[src/logic/l2_cache_pkg.sv]
/*
 * shared widths, structs and encodings of the L2 cache controller.
 * word addressed; 4 words per block, 4 ways fixed by the 3-bit PLRU tree.
 * word 0 of a block sits in the low 32 bits.
 */
`default_nettype none

package l2_cache_pkg;

    localparam int WORD_W          = 32;
    localparam int WORDS_PER_BLOCK = 4;
    localparam int ADDR_W          = 16;            // low 2 bits pick the word
    localparam int BLK_ADDR_W      = ADDR_W - 2;
    localparam int WAYS            = 4;

    typedef logic [WORD_W-1:0]                 word_t;
    typedef logic [WORDS_PER_BLOCK*WORD_W-1:0] block_t;
    typedef logic [1:0]                        way_t;

    typedef struct packed {
        logic [ADDR_W-1:0] addr;
        logic              we;                  // 1 = write one word
        word_t             wdata;
    } l2_req_t;

    typedef struct packed {
        logic    src;                           // 0 instruction side, 1 data side
        l2_req_t req;
    } l2_cmd_t;

    typedef struct packed {
        logic                  hit;
        way_t                  hit_way;
        way_t                  vic_way;
        logic                  vic_valid;
        logic                  vic_dirty;
        logic [BLK_ADDR_W-1:0] vic_blk_addr;    // where a dirty victim goes back to
        block_t                hit_block;
        block_t                vic_block;
    } l2_lookup_t;

    typedef struct packed {
        logic                  we;
        logic [BLK_ADDR_W-1:0] blk_addr;
        block_t                wdata;
    } mem_req_t;

    typedef enum logic [2:0] {
        IDLE      = 3'd0,
        LOOKUP    = 3'd1,
        WRITEBACK = 3'd2,
        FILL      = 3'd3,
        RESPOND   = 3'd4
    } ctrl_state_t;

endpackage

`default_nettype wire

[src/logic/l2_req_arbiter.sv]
/*
 * one-entry command slot in front of the controller.
 * instruction side wins when both sides are valid; dc_ready drops with ic_valid.
 * both ready signals rise one cycle after reset release.
 */
`timescale 1ns/10ps
`default_nettype none

module l2_req_arbiter
    import l2_cache_pkg::*;
(
    input  logic    clk,
    input  logic    rst_n,
    input  l2_req_t ic_req,
    input  logic    ic_valid,
    output logic    ic_ready,
    input  l2_req_t dc_req,
    input  logic    dc_valid,
    output logic    dc_ready,
    output l2_cmd_t cmd,
    output logic    cmd_valid,
    input  logic    cmd_ready
);

    logic    rdy_en;                            // low for the first cycle out of reset
    logic    slot_full;
    l2_cmd_t slot_q;
    logic    ic_take;
    logic    dc_take;

    assign ic_ready  = rdy_en & ~slot_full;
    assign dc_ready  = rdy_en & ~slot_full & ~ic_valid;
    assign ic_take   = ic_valid & ic_ready;
    assign dc_take   = dc_valid & dc_ready;
    assign cmd       = slot_q;
    assign cmd_valid = slot_full;

    always_ff @(posedge clk) begin
        if (!rst_n) begin
            rdy_en    <= 1'b0;
            slot_full <= 1'b0;
        end else begin
            rdy_en <= 1'b1;
            if (ic_take || dc_take) begin
                slot_full <= 1'b1;
            end else if (cmd_valid && cmd_ready) begin
                slot_full <= 1'b0;              // refill possible next cycle
            end
        end
    end

    always_ff @(posedge clk) begin
        if (ic_take) begin
            slot_q.src <= 1'b0;
            slot_q.req <= ic_req;
        end else if (dc_take) begin
            slot_q.src <= 1'b1;
            slot_q.req <= dc_req;
        end
    end

endmodule

`default_nettype wire

[config.mk]
export PLATFORM = sky130hd
export DESIGN_NAME = l2_req_arbiter
export DESIGN_NICKNAME = d
export VERILOG_FILES = /design/src/logic/l2_cache_pkg.sv /design/src/logic/l2_req_arbiter.sv
export SDC_FILE = /design/constraint.sdc
export NUM_CORES = 1
export LEC_CHECK = 0
export CAP_MARGIN = 30
export CELL_PAD_IN_SITES_DETAIL_PLACEMENT = 0
export CELL_PAD_IN_SITES_GLOBAL_PLACEMENT = 1
export CORE_UTILIZATION = 35
export DETAILED_ROUTE_END_ITERATION = 6
export DONT_BUFFER_PORTS = 1
export GPL_TIMING_DRIVEN = 1
export PLACE_DENSITY = 0.62
export REMOVE_ABC_BUFFERS = 1
export SYNTH_ARGS = -nofsm -noshare
export SYNTH_HDL_FRONTEND = slang
export SYNTH_SLANG_ARGS = --single-unit
export TNS_END_PERCENT = 30
[constraint.sdc]
create_clock -name clk -period 3.3 [get_ports clk]
set_clock_uncertainty 0.15 [all_clocks]
set_input_delay 0.33 -clock clk [delete_from_list [all_inputs] [get_ports clk]]
set_output_delay 0.33 -clock clk [all_outputs]
set_load 0.01 [all_outputs]
=== Word-level counts from Yosys, hierarchy flattened ===
Cells that the tools add are included.

* Output and inout bits: 53
* Logic and storage cells: 21
* Input port bits: 103
* Flip-flop bits (word level): 52

* Reduce and logical (&&, ||, !) cells: 4
* Mux-type cells: 5
* Bitwise operators: 6

{| class="wikitable"
|+ Operator list
! operator !! count
|-
| $mux W49 || 2
|-
| $and A1 B1 Y1 || 4
|-
| $reduce_bool A2 Y1 || 2
|-
| $mux W1 || 3
|-
| $not A1 Y1 || 2
|-
| $logic_and A1 B1 Y1 || 1
|-
| $logic_or A1 B1 Y1 || 1
|}

=== Longest topological paths before layout ===
* Depth in word-level cells: 6
* Mapped depth: 5

=== Least setup slack after synthesis ===
Ideal clock, no wire load.

* Path kind: register -> register
* From: register slot_full, in the netlist cmd_valid
* To: register slot_q (netlist bit cmd[0]), enable pin
* Data required time: 2739 ps
* Stages on the path, launching flop included: 3
* Slack: 983 ps
* Clock period less this slack: 2317 ps
* Data arrival time: 1756 ps
* Library setup time: 411 ps
* Cells stage by stage: dfxtp_1 > nor2b_4 > o21a_1

* Word-level cells in the longest chain between the ends: 5
* Elaborated cells between the ends (all ways): 6
* Those cells by class: 5 x bitwise; 1 x reduce/logical

{| class="wikitable"
|+ RTL lines
! element !! line !! RTL
|-
| start: declaration || l2_req_arbiter.sv:26 || <nowiki>logic slot_full;</nowiki>
|-
| start signal: assignment || l2_req_arbiter.sv:41 || <nowiki>slot_full <= 1'b0;</nowiki>
|-
| start signal: assignment || l2_req_arbiter.sv:45 || <nowiki>slot_full <= 1'b1;</nowiki>
|-
| start signal: assignment || l2_req_arbiter.sv:47 || <nowiki>slot_full <= 1'b0;</nowiki>
|-
| $not A1 Y1 (*) || l2_req_arbiter.sv:31 || <nowiki>assign ic_ready = rdy_en & ~slot_full;</nowiki>
|-
| $and A1 B1 Y1 (*) || l2_req_arbiter.sv:31 ||
|-
| via ic_ready || l2_req_arbiter.sv:16 || <nowiki>output logic ic_ready,</nowiki>
|-
| $and A1 B1 Y1 || l2_req_arbiter.sv:32 || <nowiki>assign dc_ready = rdy_en & ~slot_full & ~ic_valid;</nowiki>
|-
| $and A1 B1 Y1 || l2_req_arbiter.sv:34 || <nowiki>assign dc_take = dc_valid & dc_ready;</nowiki>
|-
| $reduce_bool A2 Y1 (no line) (*) || - ||
|-
| end: declaration || l2_req_arbiter.sv:27 || <nowiki>l2_cmd_t slot_q;</nowiki>
|}

Mark *: on every way through the listed nets, which the timed path passes. The rest lies on a longest branch.
A chain may end at the register's enable or synchronous reset.

=== Final worst setup path ===
* From: register slot_full, in the netlist cmd_valid
* To: register slot_q (netlist bit cmd[22]), data pin

* Word-level cells in the longest chain between the ends: 4

{| class="wikitable"
|+ RTL lines
! element !! line !! RTL
|-
| $not A1 Y1 || l2_req_arbiter.sv:31 ||
|-
| $and A1 B1 Y1 || l2_req_arbiter.sv:31 ||
|-
| via ic_ready || l2_req_arbiter.sv:16 ||
|-
| $and A1 B1 Y1 || l2_req_arbiter.sv:33 || <nowiki>assign ic_take = ic_valid & ic_ready;</nowiki>
|-
| $mux W49 || l2_req_arbiter.sv:53 || <nowiki>if (ic_take) begin</nowiki>
|}

The timed path passes the listed nets, and every way through them passes these cells.

==> summary.md <==
| Metric | Value |
|---|---|
| Peak VDD IR | 0.0002015 V |
| Post-layout min period | roughly 2 ns |
| Layout cells sized above 1 | 0.5000 |
| Root Buffer | clkbuf_8 |
| Most common cell after layout, fill and taps aside | edfxtp_1 |
| R2R Path Start | cmd_valid |
| Switching share of total power | 0.2292 |
| Drt pass-1 iters | 3 |
| Fillers | between 500 and 600 |
| Synthesized instance count | roughly 110 |
| Met1 Usage GRT | 0.1074 |
| FP Rows | 28 |
| Vias in the first global route | around 1,100 |
| Setup TNS Final | 0 ns |
| Largest net degree at the start of global routing | 33 |
| Post-DR vias/cell | roughly 5.2 |
| Boundary Pins | 156 |
| Cts bufs inserted | 5 |
| CTS tree | built |
| CTS clk-pin slew, worst paths | 0.10 ns |
| Combinational power share | 0.087 |
| RSZ-0062 raised after global routing | false |
| First-pass GRT wire length | ~5300 um |
| Die X | 81.57 um |
| Max incr delay on CP | ~0.45 ns |
| Starting Density | 0.3677 |
| Total global routing overflow | 0 |
| # diodes | 0 |
| WP data arrival | roughly 2.0 ns |
| Flip-flop and latch count after synthesis | 52 |
| Area grow syn2layout | 9.204% |
| Fin nets | ~220 |
| Multi-input combinational cell area | between 600 and 700 um^2 |
| TritonCTS Sinks | 52 |
| Core Util, Final | 0.4016 |
| Core Box Area | ~0.006 mm^2 |
| CTS Buffer Depth | 2 |
| Fin worst setup slack | about 1.3 ns |
| Setup crit start | cmd_valid |
| Busiest layer in global routing | met2 |
| Register Area | between 0.0015 and 0.002 mm^2 |
| CTS H-tree depth | 2 |
| Max stage delay cell, worst path | dfxtp_1 |
| Synthesized cell area | roughly 0.0022 mm^2 |
| Vias | ~1,000 |
| Setup CP Type | flip-flop to flip-flop |
| Routing usage on met2 | 0.2108 |
| Routed Antenna Nets | 0 |
| Height of the die | just over 80 um |
| Power density over the cells | approximately 530 mW/mm^2 |
| Register share of total power | 0.637 |
| DPL Wire Length | roughly 2900 um |
| Die ar. | around 0.0067 mm^2 |
| Pleak | 0.8341 nW |
| Net Sw Power | a little under 0.3 mW |
| Initial antenna violation count | 0 |
| Met3 GRT Util | 0.04778 |
| Final setup fails | 0 |
| Final wirelength | 4047 um |
| Worst Path Required | between 3 and 4 ns |
| Max-capacitance violation count | 0 |
| Min-Delay Startpoint | ic_req[16] |
| Final Wtd Congestion | approximately 0.63 |
| Max-slew violation count | 0 |
| Final hold vios | 0 |
| Max Clock Freq | 0.4896 GHz |
| CP max FO | 29 |
| Cell breakdown of the critical path | nor2b_4 -> nand2_2 -> buf_12 -> mux2_2 |
| Worst slew margin | 0.6179 |
| Initial drt markers | 42 |
| Routed WL per cell | 20.54 um |
| Total internal power | ~1 mW |
| DRC | 0 |
| GRT Overall Usage | 0.1130 |
| Critical Path Start Type | flip-flop |
| Tightest Hold Check Type | input port to flip-flop |
| Skew-Pair Late Insertion Delay | roughly 0.29 ns |
| Endpoint type of the worst setup path | flip-flop |
| Ys Warns | 0 |
| Fin crit share | 0.6190 |
| Distinct cells, synth | 11 |
| Place WS | around 1.2 ns |
| Commonest non-fill, non-tap cells in the layout | edfxtp_1, mux2_2, mux2_4 |
| Postcts setup bufs | 0 |
| Outcome | finished, final reports clean |
| Clk pwr share | 0.276 |
| Worst Tran Pin Value | between 0.5 and 0.6 ns |
| Mean Syn Cell Area | a little under 20 um^2 |
| Placed cell area | approximately 0.0023 mm^2 |
| Count of input and output buffers | 0 |
| Design Area, Final | 0.002420 mm^2 |
| Register area share after synthesis | 0.6911 |
## power by group through the flow
stage	Combinational, mW	Sequential, mW	Clock, mW
after detailed placement	0.113	0.839	0
after global routing	0.123	0.828	0.398
after CTS	0.115	0.825	0.375
after floorplan	0.0900	0.833	0
final	0.112	0.823	0.357
after global placement	0.103	0.839	0
## layer usage
metal	wire [um]	up-vias
met2	2100	101
li1	-	454
met3	478	4
met1	1427	464
met4	41	0
met5	0	-
## through the flow
| stage | power (mW) | cells | hold slack [ns] |
|---|---|---|---|
| CTS | 1.314 | 196 | 0.0004953 |
| global placement | 0.9418 | 185 | 0.2078 |
| floorplan | 0.9226 | 109 | 0.2077 |
| detailed placement | 0.9517 | 186 | 0.2078 |
| global route | 1.349 | 197 | 0.07123 |
| finish | 1.293 | 197 | 0.09192 |
## path summary, 6_finish.rpt
check | end | slack, ns | cells past startpoint
worst max register to register | cmd[22] | 1.26 | 4
worst max-delay path | cmd[22] | 1.26 | 4
worst min-delay path | cmd[16] | 0.09 | 1
worst min register to register | cmd[49] | 0.45 | 2
## flip-flops by register name, indices dropped and copies added (netlist names)
name	cells
rdy_en	1
cmd	50
cmd_valid	1
## logic make-up (layout without fill, tap and decap cells)
logic type | count (synthesis) | in the layout | synth area share
AO/OA/AOI/OAI | 4 | 4 | 0.01129
AND/OR/NAND/NOR | 4 | 4 | 0.01468
buffers and inverters | 5 | 13 | 0.01694
multiplexers | 49 | 49 | 0.2659
flip-flops | 52 | 52 | 0.6911
## synth_stat cells (all sizes together)
cell    count  area [um^2]
edfxtp     49         1471
mux2       49        589.3
nor2b       3        26.27
o21a        2        15.01
nand2       1        6.260
dfxtp       3        60.06
a21oi       2        10.01
buf         5        37.53
## layout make-up
class                           instances  share of cell area
Sequential cell                        52              0.6329
Multi-Input combinational cell         57              0.2678
Tap cell                               75             0.03878
Clock buffer                            6             0.02999
Timing Repair Buffer                    5             0.02378
Clock inverter                          2            0.006722
## worst max-delay path: cells and delay by family (launching register included)
kind	cells	cell delay [ns]
DFF	1	0.45
muxes	1	0.36
buffers and inverters	1	0.27
and+or+nand+nor	2	0.55
## timing repair
item	CTS	global route
endpoints found under the hold margin	2	1
resized for setup	0	0
hold buffers	2	1
Note: power is estimated with default switching activity, not from simulation.
