**config.mk**
```make
export PLATFORM = sky130hd
export DESIGN_NAME = l2_cache_ctrl
export DESIGN_NICKNAME = d
export VERILOG_FILES = /design/src/logic/l2_cache_pkg.sv /design/src/logic/l2_cache_ctrl.sv
export SDC_FILE = /design/constraint.sdc
export NUM_CORES = 1
export LEC_CHECK = 0
export BUFFER_PORTS_ARGS = -buffer_cell sky130_fd_sc_hd__buf_2
export CAP_MARGIN = 20
export CORE_AREA = 5 5 321 323
export CTS_BUF_LIST = sky130_fd_sc_hd__clkbuf_2
export CTS_CLUSTER_SIZE = 40
export DETAILED_ROUTE_END_ITERATION = 16
export DIE_AREA = 0 0 326 328
export MAX_ROUTING_LAYER = met4
export PLACE_DENSITY = 0.35
export SKIP_LAST_GASP = 1
export SLEW_MARGIN = 15
export SYNTH_ARGS = -nofsm -noshare
export SYNTH_HDL_FRONTEND = slang
export SYNTH_SLANG_ARGS = --single-unit
```
**constraint.sdc**
```tcl
create_clock -name clk -period 3.65 [get_ports clk]
set_input_delay 0.1825 -clock clk [delete_from_list [all_inputs] [get_ports clk]]
set_output_delay 0.1825 -clock clk [all_outputs]
set_load 0.02 [all_outputs]
```
**src/logic/l2_cache_pkg.sv**
```systemverilog
/*
 * shared widths, structs and encodings of the L2 cache controller.
 * word addressed; 4 words per block, 4 ways fixed by the 3-bit PLRU tree.
 * word 0 of a block sits in the low 32 bits.
 */
`default_nettype none

package l2_cache_pkg;

    localparam int WORD_W          = 32;
    localparam int WORDS_PER_BLOCK = 4;
    localparam int ADDR_W          = 16;            // low 2 bits pick the word
    localparam int BLK_ADDR_W      = ADDR_W - 2;
    localparam int WAYS            = 4;

    typedef logic [WORD_W-1:0]                 word_t;
    typedef logic [WORDS_PER_BLOCK*WORD_W-1:0] block_t;
    typedef logic [1:0]                        way_t;

    typedef struct packed {
        logic [ADDR_W-1:0] addr;
        logic              we;                  // 1 = write one word
        word_t             wdata;
    } l2_req_t;

    typedef struct packed {
        logic    src;                           // 0 instruction side, 1 data side
        l2_req_t req;
    } l2_cmd_t;

    typedef struct packed {
        logic                  hit;
        way_t                  hit_way;
        way_t                  vic_way;
        logic                  vic_valid;
        logic                  vic_dirty;
        logic [BLK_ADDR_W-1:0] vic_blk_addr;    // where a dirty victim goes back to
        block_t                hit_block;
        block_t                vic_block;
    } l2_lookup_t;

    typedef struct packed {
        logic                  we;
        logic [BLK_ADDR_W-1:0] blk_addr;
        block_t                wdata;
    } mem_req_t;

    typedef enum logic [2:0] {
        IDLE      = 3'd0,
        LOOKUP    = 3'd1,
        WRITEBACK = 3'd2,
        FILL      = 3'd3,
        RESPOND   = 3'd4
    } ctrl_state_t;

endpackage

`default_nettype wire

```
**src/logic/l2_cache_ctrl.sv**
```systemverilog
/*
 * cache FSM: lookup, optional victim write-back, fill, then one response.
 * takes a command only in IDLE and only after the way store sweep is done.
 * a write miss merges its word into the fill block and marks the line dirty.
 */
`timescale 1ns/10ps
`default_nettype none

module l2_cache_ctrl
    import l2_cache_pkg::*;
#(
    parameter  int SETS  = 16,
    localparam int IDX_W = $clog2(SETS),
    localparam int TAG_W = BLK_ADDR_W - IDX_W
) (
    input  logic             clk,
    input  logic             rst_n,
    input  l2_cmd_t          cmd,
    input  logic             cmd_valid,
    output logic             cmd_ready,
    output logic [IDX_W-1:0] rd_index,
    output logic [TAG_W-1:0] lookup_tag,
    input  l2_lookup_t       lookup,
    output logic [IDX_W-1:0] wr_index,
    output logic             word_we,
    output way_t             word_way,
    output logic [1:0]       word_sel,
    output word_t            word_data,
    output logic             fill_we,
    output way_t             fill_way,
    output logic [TAG_W-1:0] fill_tag,
    output block_t           fill_data,
    output logic             dirty_we,
    output logic             dirty_val,
    output logic             touch_en,
    output way_t             touch_way,
    input  logic             init_done,
    output logic             ic_resp_valid,
    output logic             dc_resp_valid,
    output word_t            resp_data,
    output mem_req_t         mem_req,
    output logic             mem_req_valid,
    input  logic             mem_done,
    input  block_t           mem_rd_data
);

    ctrl_state_t      state;
    ctrl_state_t      state_nxt;
    l2_cmd_t          cmd_q;
    word_t            resp_q;
    logic             accept;
    logic [IDX_W-1:0] idx_q;
    logic [TAG_W-1:0] tag_q;

    assign cmd_ready = (state == IDLE) & init_done;
    assign accept    = cmd_valid & cmd_ready;

    // address split of the held command
    assign idx_q    = cmd_q.req.addr[2 +: IDX_W];
    assign tag_q    = cmd_q.req.addr[ADDR_W-1 : 2+IDX_W];
    assign word_sel = cmd_q.req.addr[1:0];

    // read the incoming set while idle, keep the held set afterwards
    assign rd_index   = (state == IDLE) ? cmd.req.addr[2 +: IDX_W] : idx_q;
    assign lookup_tag = tag_q;

    ////////////////////////////////////////
    // state machine
    ////////////////////////////////////////

    always_comb begin
        state_nxt = state;
        case (state)
            IDLE: begin
                if (accept) state_nxt = LOOKUP;
            end
            LOOKUP: begin
                if (lookup.hit) begin
                    state_nxt = RESPOND;
                end else if (lookup.vic_valid && lookup.vic_dirty) begin
                    state_nxt = WRITEBACK;      // victim goes back first
                end else begin
                    state_nxt = FILL;
                end
            end
            WRITEBACK: begin
                if (mem_done) state_nxt = FILL;
            end
            FILL: begin
                if (mem_done) state_nxt = RESPOND;
            end
            RESPOND: state_nxt = IDLE;
            default: state_nxt = IDLE;
        endcase
    end

    always_ff @(posedge clk) begin
        if (!rst_n) begin
            state <= IDLE;
        end else begin
            state <= state_nxt;
        end
    end

    always_ff @(posedge clk) begin
        if (accept) cmd_q <= cmd;
        if (state == LOOKUP && lookup.hit) begin
            resp_q <= lookup.hit_block[word_sel*WORD_W +: WORD_W];
        end else if (state == FILL && mem_done) begin
            resp_q <= mem_rd_data[word_sel*WORD_W +: WORD_W];
        end
    end

    ////////////////////////////////////////
    // way store writes
    ////////////////////////////////////////

    assign wr_index  = idx_q;
    assign word_we   = (state == LOOKUP) & lookup.hit & cmd_q.req.we;
    assign word_way  = lookup.hit_way;
    assign word_data = cmd_q.req.wdata;
    assign fill_we   = (state == FILL) & mem_done;
    assign fill_way  = lookup.vic_way;
    assign fill_tag  = tag_q;
    assign dirty_we  = word_we | fill_we;
    assign dirty_val = cmd_q.req.we;           // clean fill unless it carries a write
    assign touch_en  = ((state == LOOKUP) & lookup.hit) | fill_we;
    assign touch_way = lookup.hit ? lookup.hit_way : lookup.vic_way;

    always_comb begin
        fill_data = mem_rd_data;
        if (cmd_q.req.we) begin
            fill_data[word_sel*WORD_W +: WORD_W] = cmd_q.req.wdata;
        end
    end

    ////////////////////////////////////////
    // memory port and responses
    ////////////////////////////////////////

    assign mem_req_valid    = (state == WRITEBACK) | (state == FILL);
    assign mem_req.we       = (state == WRITEBACK);
    assign mem_req.blk_addr = (state == WRITEBACK) ? lookup.vic_blk_addr
                                                   : cmd_q.req.addr[ADDR_W-1:2];
    assign mem_req.wdata    = lookup.vic_block;

    assign ic_resp_valid = (state == RESPOND) & ~cmd_q.src;
    assign dc_resp_valid = (state == RESPOND) & cmd_q.src;
    assign resp_data     = resp_q;             // only meaningful on reads

endmodule

`default_nettype wire

```
**Word-level counts from Yosys, hierarchy flattened**

Cells that the tools add are included.

- Register bits: 85
- Input port bits: 460
- Output and inout port bits: 380
- Logic and storage cells: 48

- Add/sub/neg operators: 1
- Equality and inequality tests: 7
- Shifts and indexed selects: 4
- Mux-type cells: 13
- Bitwise operators: 11
- Reductions and logical operators: 6

Operators by type and width:

| operator | number |
|---|---|
| indexed part select 128 x 8 -> 32 bit | 2 |
| bitwise mux 128 bit | 1 |
| 2-to-1 mux 128 bit | 1 |
| variable shift 32 x 34 -> 128 bit, first input constant | 1 |
| indexed part select 32 x 34 -> 128 bit | 1 |
| 2-to-1 mux 32 bit | 2 |
| negation 7 -> 34 bit | 1 |
| 2-to-1 mux 14 bit | 1 |
| 2-to-1 mux 3 bit | 4 |
| case mux 3 bit (4 select lines) | 1 |
| bitwise AND 1 bit | 7 |
| equality test 3 x 2 -> 1 bit, second input constant | 2 |
| 2-to-1 mux 4 bit | 1 |
| inequality test 2 bit, second input constant | 2 |
| equality test 3 x 1 -> 1 bit, second input constant | 1 |
| equality test 3 bit, second input constant | 1 |
| logical AND 1 bit | 3 |
| logical NOT 3 bit | 1 |
| bitwise OR 1 bit | 3 |
| AND reduction 3 bit | 1 |
| 2-to-1 mux 2 bit | 1 |
| inequality test 2 x 1 -> 1 bit, second input constant | 1 |
| nonzero test 2 bit | 1 |
| 2-to-1 mux 1 bit | 1 |
| NOT 1 bit | 1 |

**Longest topological paths before layout**

- Depth in word-level cells: 5
- Gate-level depth with buffers: 10
- Mapped depth without buffers: 5

**Least setup slack after synthesis**

No wires, ideal clock.

- Path kind: reg-to-output
- Start: register cmd_q (netlist bit word_sel[0])
- End: output fill_data[66]
- Arrival time: 2.691 ns
- Required time: 3.467 ns
- Setup slack: 0.777 ns
- Cell stages (with the launch flop): 11
- Path buffers: 5
- Cell sequence: edfxtp_1 buf_4 buf_4 clkbuf_1 buf_1 inv_1 ha_1 nand2b_1 nor4_2 clkbuf_1 a22o_1

- Word-level cells in the longest chain between the ends: 4
- Elaborated cells between the ends (all ways): 5
- Those cells by class: add/sub (1); shift (2); mux (2)

Ends and longest elaborated chain:

| item | line | text |
|---|---|---|
| start, declared | l2_cache_ctrl.sv:49 | `l2_cmd_t cmd_q;` |
| start signal, assigned | l2_cache_ctrl.sv:106 | `if (accept) cmd_q <= cmd;` |
| negation 7 -> 34 bit * | l2_cache_ctrl.sv:133 | `fill_data[word_sel*WORD_W +: WORD_W] = cmd_q.req.wdata;` |
| indexed part select 32 x 34 -> 128 bit / variable shift 32 x 34 -> 128 bit (equally long branches) | l2_cache_ctrl.sv:133 |  |
| bitwise mux 128 bit * | l2_cache_ctrl.sv:133 |  |
| 2-to-1 mux 128 bit * | l2_cache_ctrl.sv:132 | `if (cmd_q.req.we) begin` |
| end, declared | l2_cache_ctrl.sv:32 | `output block_t fill_data,` |

Mark *: on every way between the ends. The rest lies on a longest branch, timed or not.

**Worst setup path after layout**

- Start: register state[0]
- End: register resp_q[24] (netlist: resp_data[24]), data pin

- Word-level cells in the longest chain between the ends: 3

Ends and longest elaborated chain:

| item | line | text |
|---|---|---|
| start, declared | l2_cache_ctrl.sv:47 | `ctrl_state_t state;` |
| start signal, assigned | l2_cache_ctrl.sv:101 | `state <= state_nxt;` |
| equality test 3 x 1 -> 1 bit | l2_cache_ctrl.sv:107 | `if (state == LOOKUP && lookup.hit) begin` |
| logical AND 1 bit | l2_cache_ctrl.sv:107 |  |
| 2-to-1 mux 32 bit | l2_cache_ctrl.sv:107 |  |
| end signal, assigned | l2_cache_ctrl.sv:108 | `resp_q <= lookup.hit_block[word_sel*WORD_W +: WORD_W];` |
| end signal, assigned | l2_cache_ctrl.sv:110 | `resp_q <= mem_rd_data[word_sel*WORD_W +: WORD_W];` |
| end, declared | l2_cache_ctrl.sv:50 | `word_t resp_q;` |

No other way between the ends.
A chain may end at the register's enable or synchronous reset.

==> metrics <==
status complete, no violations; Placer Congestion 0.909; asr flop ratio synth 0%; H-Tree Level Count 3; max-slew violations 0; die area 107000 sq um; endpoints failing setup 0; HP Start lookup[270]; Hold Path End state[0]; first-pass GRT wire length 91.2 mm; final instance area 15000 sq um; WHS Path Cells 5; starting density of the core 9.68%; Syn Inst Count 981; top cells by area, synth edfxtp_1 (26%), buf_4 (15%), a22o_1 (12%), nor3b_1 (10%), mux2_1 (6.8%); clock sink total 85; Post-DP HPWL 56.3 mm; final hold violations 0; flop-to-flop setup slack 0.19 ns; Top Ports 840; remaining global-route overflow 0; minimum clock period after layout 3.46 ns; Reg2Reg Depth 6; Setup TNS Final 0 ns; fmax 0.289 GHz; Critical Path RT 4.35 ns; Post-Syn Nets 1446; pwr/cell area 257 nW/um^2; Port Buffer Count 583; Routed Antenna Nets 0; Worst-Margin Slew 0.843 ns; DR pass1 iterations 5; DR WL/cell 25.0 um; Clk pin slew, worst setup/hold paths 0.33 ns; Critical Path End Type flip-flop; Leak 0.00599 uW; CTS tree built; Filler cells 11400; Worst Hold Class in2reg; path type of the worst setup path reg2reg; most frequent cell after synthesis buf_4; CTS Buffer Depth 2; sequential area share after synthesis 26.2%; Yosys top cell by area edfxtp_1; Mapped Area 9640 sq um; Num CTS Buffers 9; final period utilization 94.8%; reg2reg start state[0]; DRT iter0 DRCs 405; core area 99600 sq um; largest net degree at the start of global routing 149; Yosys warning count 0; Remaining DRCs 0; Synth top area share 25.6%; critical path fanouts, max 58; GR Util All Layers 12.7%; slew margin rel. 43.8%; cell row count 116; Worst setup SP type flip-flop; worst-skew pair later-pin latency 0.90 ns; peak supply drop 0.000136 V; Die W 326 um; via count 10400; vias per inst 3.67; Root Driver clkbuf_2; Critical Path AT 4.16 ns; final setup skew 0.0852 ns; main flop type after synthesis edfxtp_1; Area growth syn-to-layout 55.8%; synthesis-stage register bit count 85; DP Area 12600 sq um; commonest cells in the netlist buf_4 (197), nor3b_1 (130), a22o_1 (128), edfxtp_1 (82), nor3_1 (65); share of post-route cells with drive strength above 1 47.7%; Final nets 1987; EDFF count, synth 82; drt total wl 70.9 mm; # Max-Cap Violations 0; die height 328 um; worst r2r dst resp_data[24]; post-synth cell types 38; Synth Area per Inst 9.82 sq um; initial antenna violation count 8; vias in the first global route 11100
==> worst max-delay path, stage by stage, from the launching register on <==
cell and delay [ns]:
dfxtp_1 0.61, nor4bb_4 0.42, buf_12 0.35, mux2_1 0.36, dlygate4sd3_1 0.57, nor4_2 0.25, dlygate4sd3_1 0.63
==> per-stage QoR <==
stage                     setup WS [ns]  hold slack [ns]  utilization (%)  std cells  power [uW]
after global routing            -0.0569            0.143             15.1       2829        4100
final                             0.189            0.299             15.1       2833        3860
after detailed placement          0.763            0.361             12.7       2595        2820
after CTS                       -0.0190           0.0624             15.0       2822        3970
after global placement            0.893            0.359             12.7       2595        2810
after floorplan                   0.777            0.281                -        981        2380
==> power by group <==
group          switching (uW)  internal (uW)  total, uW
clock                     514            305        819
combinational             956            822       1780
sequential               88.5           1170       1260
==> layout by cell type (no fill, tap or decap), types with 2 or more instances in the layout <==
master | netlist | routed
buf_12 | 0 | 9
bufinv_16 | 0 | 3
buf_6 | 1 | 5
mux2i_1 | 34 | 34
nor3_1 | 65 | 65
mux2_2 | 56 | 56
and2_1 | 3 | 3
ha_1 | 5 | 5
nor4_2 | 31 | 30
dfxtp_1 | 3 | 3
a22o_1 | 128 | 127
edfxtp_1 | 82 | 82
buf_4 | 197 | 14
dlygate4sd3_1 | 0 | 207
mux2_1 | 58 | 58
a2111oi_0 | 2 | 2
nand2b_1 | 3 | 2
nand2_2 | 0 | 2
inv_1 | 3 | 3
nor3b_1 | 130 | 130
diode_2 | 0 | 8
clkbuf_2 | 0 | 12
nand3b_1 | 64 | 64
nand2_4 | 0 | 2
buf_2 | 19 | 583
==> state kept, by name (all words and copies together) (netlist names) <==
name,cells
word_data,32
cmd_q,1
dirty_val,1
state,3
wr_index,4
fill_tag,10
word_sel,2
resp_data,32
==> how the worst max path moves through the flow <==
stage | from | to | depth (start not counted)
floorplan | word_sel[0] | fill_data[66] | 10
global placement | word_sel[1] | fill_data[110] | 7
detailed placement | word_sel[1] | fill_data[125] | 7
CTS | word_sel[0] | fill_data[125] | 7
global route | word_sel[0] | fill_data[32] | 8
finish | state[0] | resp_data[24] | 6
==> logic make-up (layout without fill, tap and decap cells) <==
family,after synthesis,after routing,share of synthesized area [%]
AND/OR/NAND/NOR,317,317,24.4
buffers and inverters,293,839,19.9
multiplexers,148,148,16.9
AO/OA/AOI/OAI,133,133,12.1
flip-flops,85,85,26.2
adder cells (fa/ha/maj),5,5,0.649
other,0,8,0
==> area by class of cell <==
cell class	count	area, sq um	area share [%]
Sequential cell	85	2520	16.8
Clock buffer	12	60.1	0.400
Multi-Input combinational cell	603	5290	35.2
Timing Repair Buffer	820	5380	35.9
Clock inverter	4	98.8	0.659
Tap cell	1298	1620	10.8
Antenna cell	8	20.0	0.133
Inverter	3	11.3	0.0750
==> what timing repair did <==
action | in CTS | in global routing
hold buffers | 208 | 0
pin swaps | 1 | 0
endpoints found under the setup margin | 85 | 34
cloned | 0 | 1
resized for setup | 8 | 1
setup buffers | 3 | 2
hold endpoints to repair | 139 | 0
==> routing by layer <==
metal  vias to the layer above  wire [um]  part of all wire, %  GRT usage (%)
li1                       4604          -                    -              -
met1                      5020      23900                   34           12.1
met2                       644      36200                   51           22.6
met3                       131       6760                  9.5           4.53
met4                         0       3990                  5.6           6.61
met5                         -          0                    0              -
Note: power is estimated with default switching activity, not from simulation.
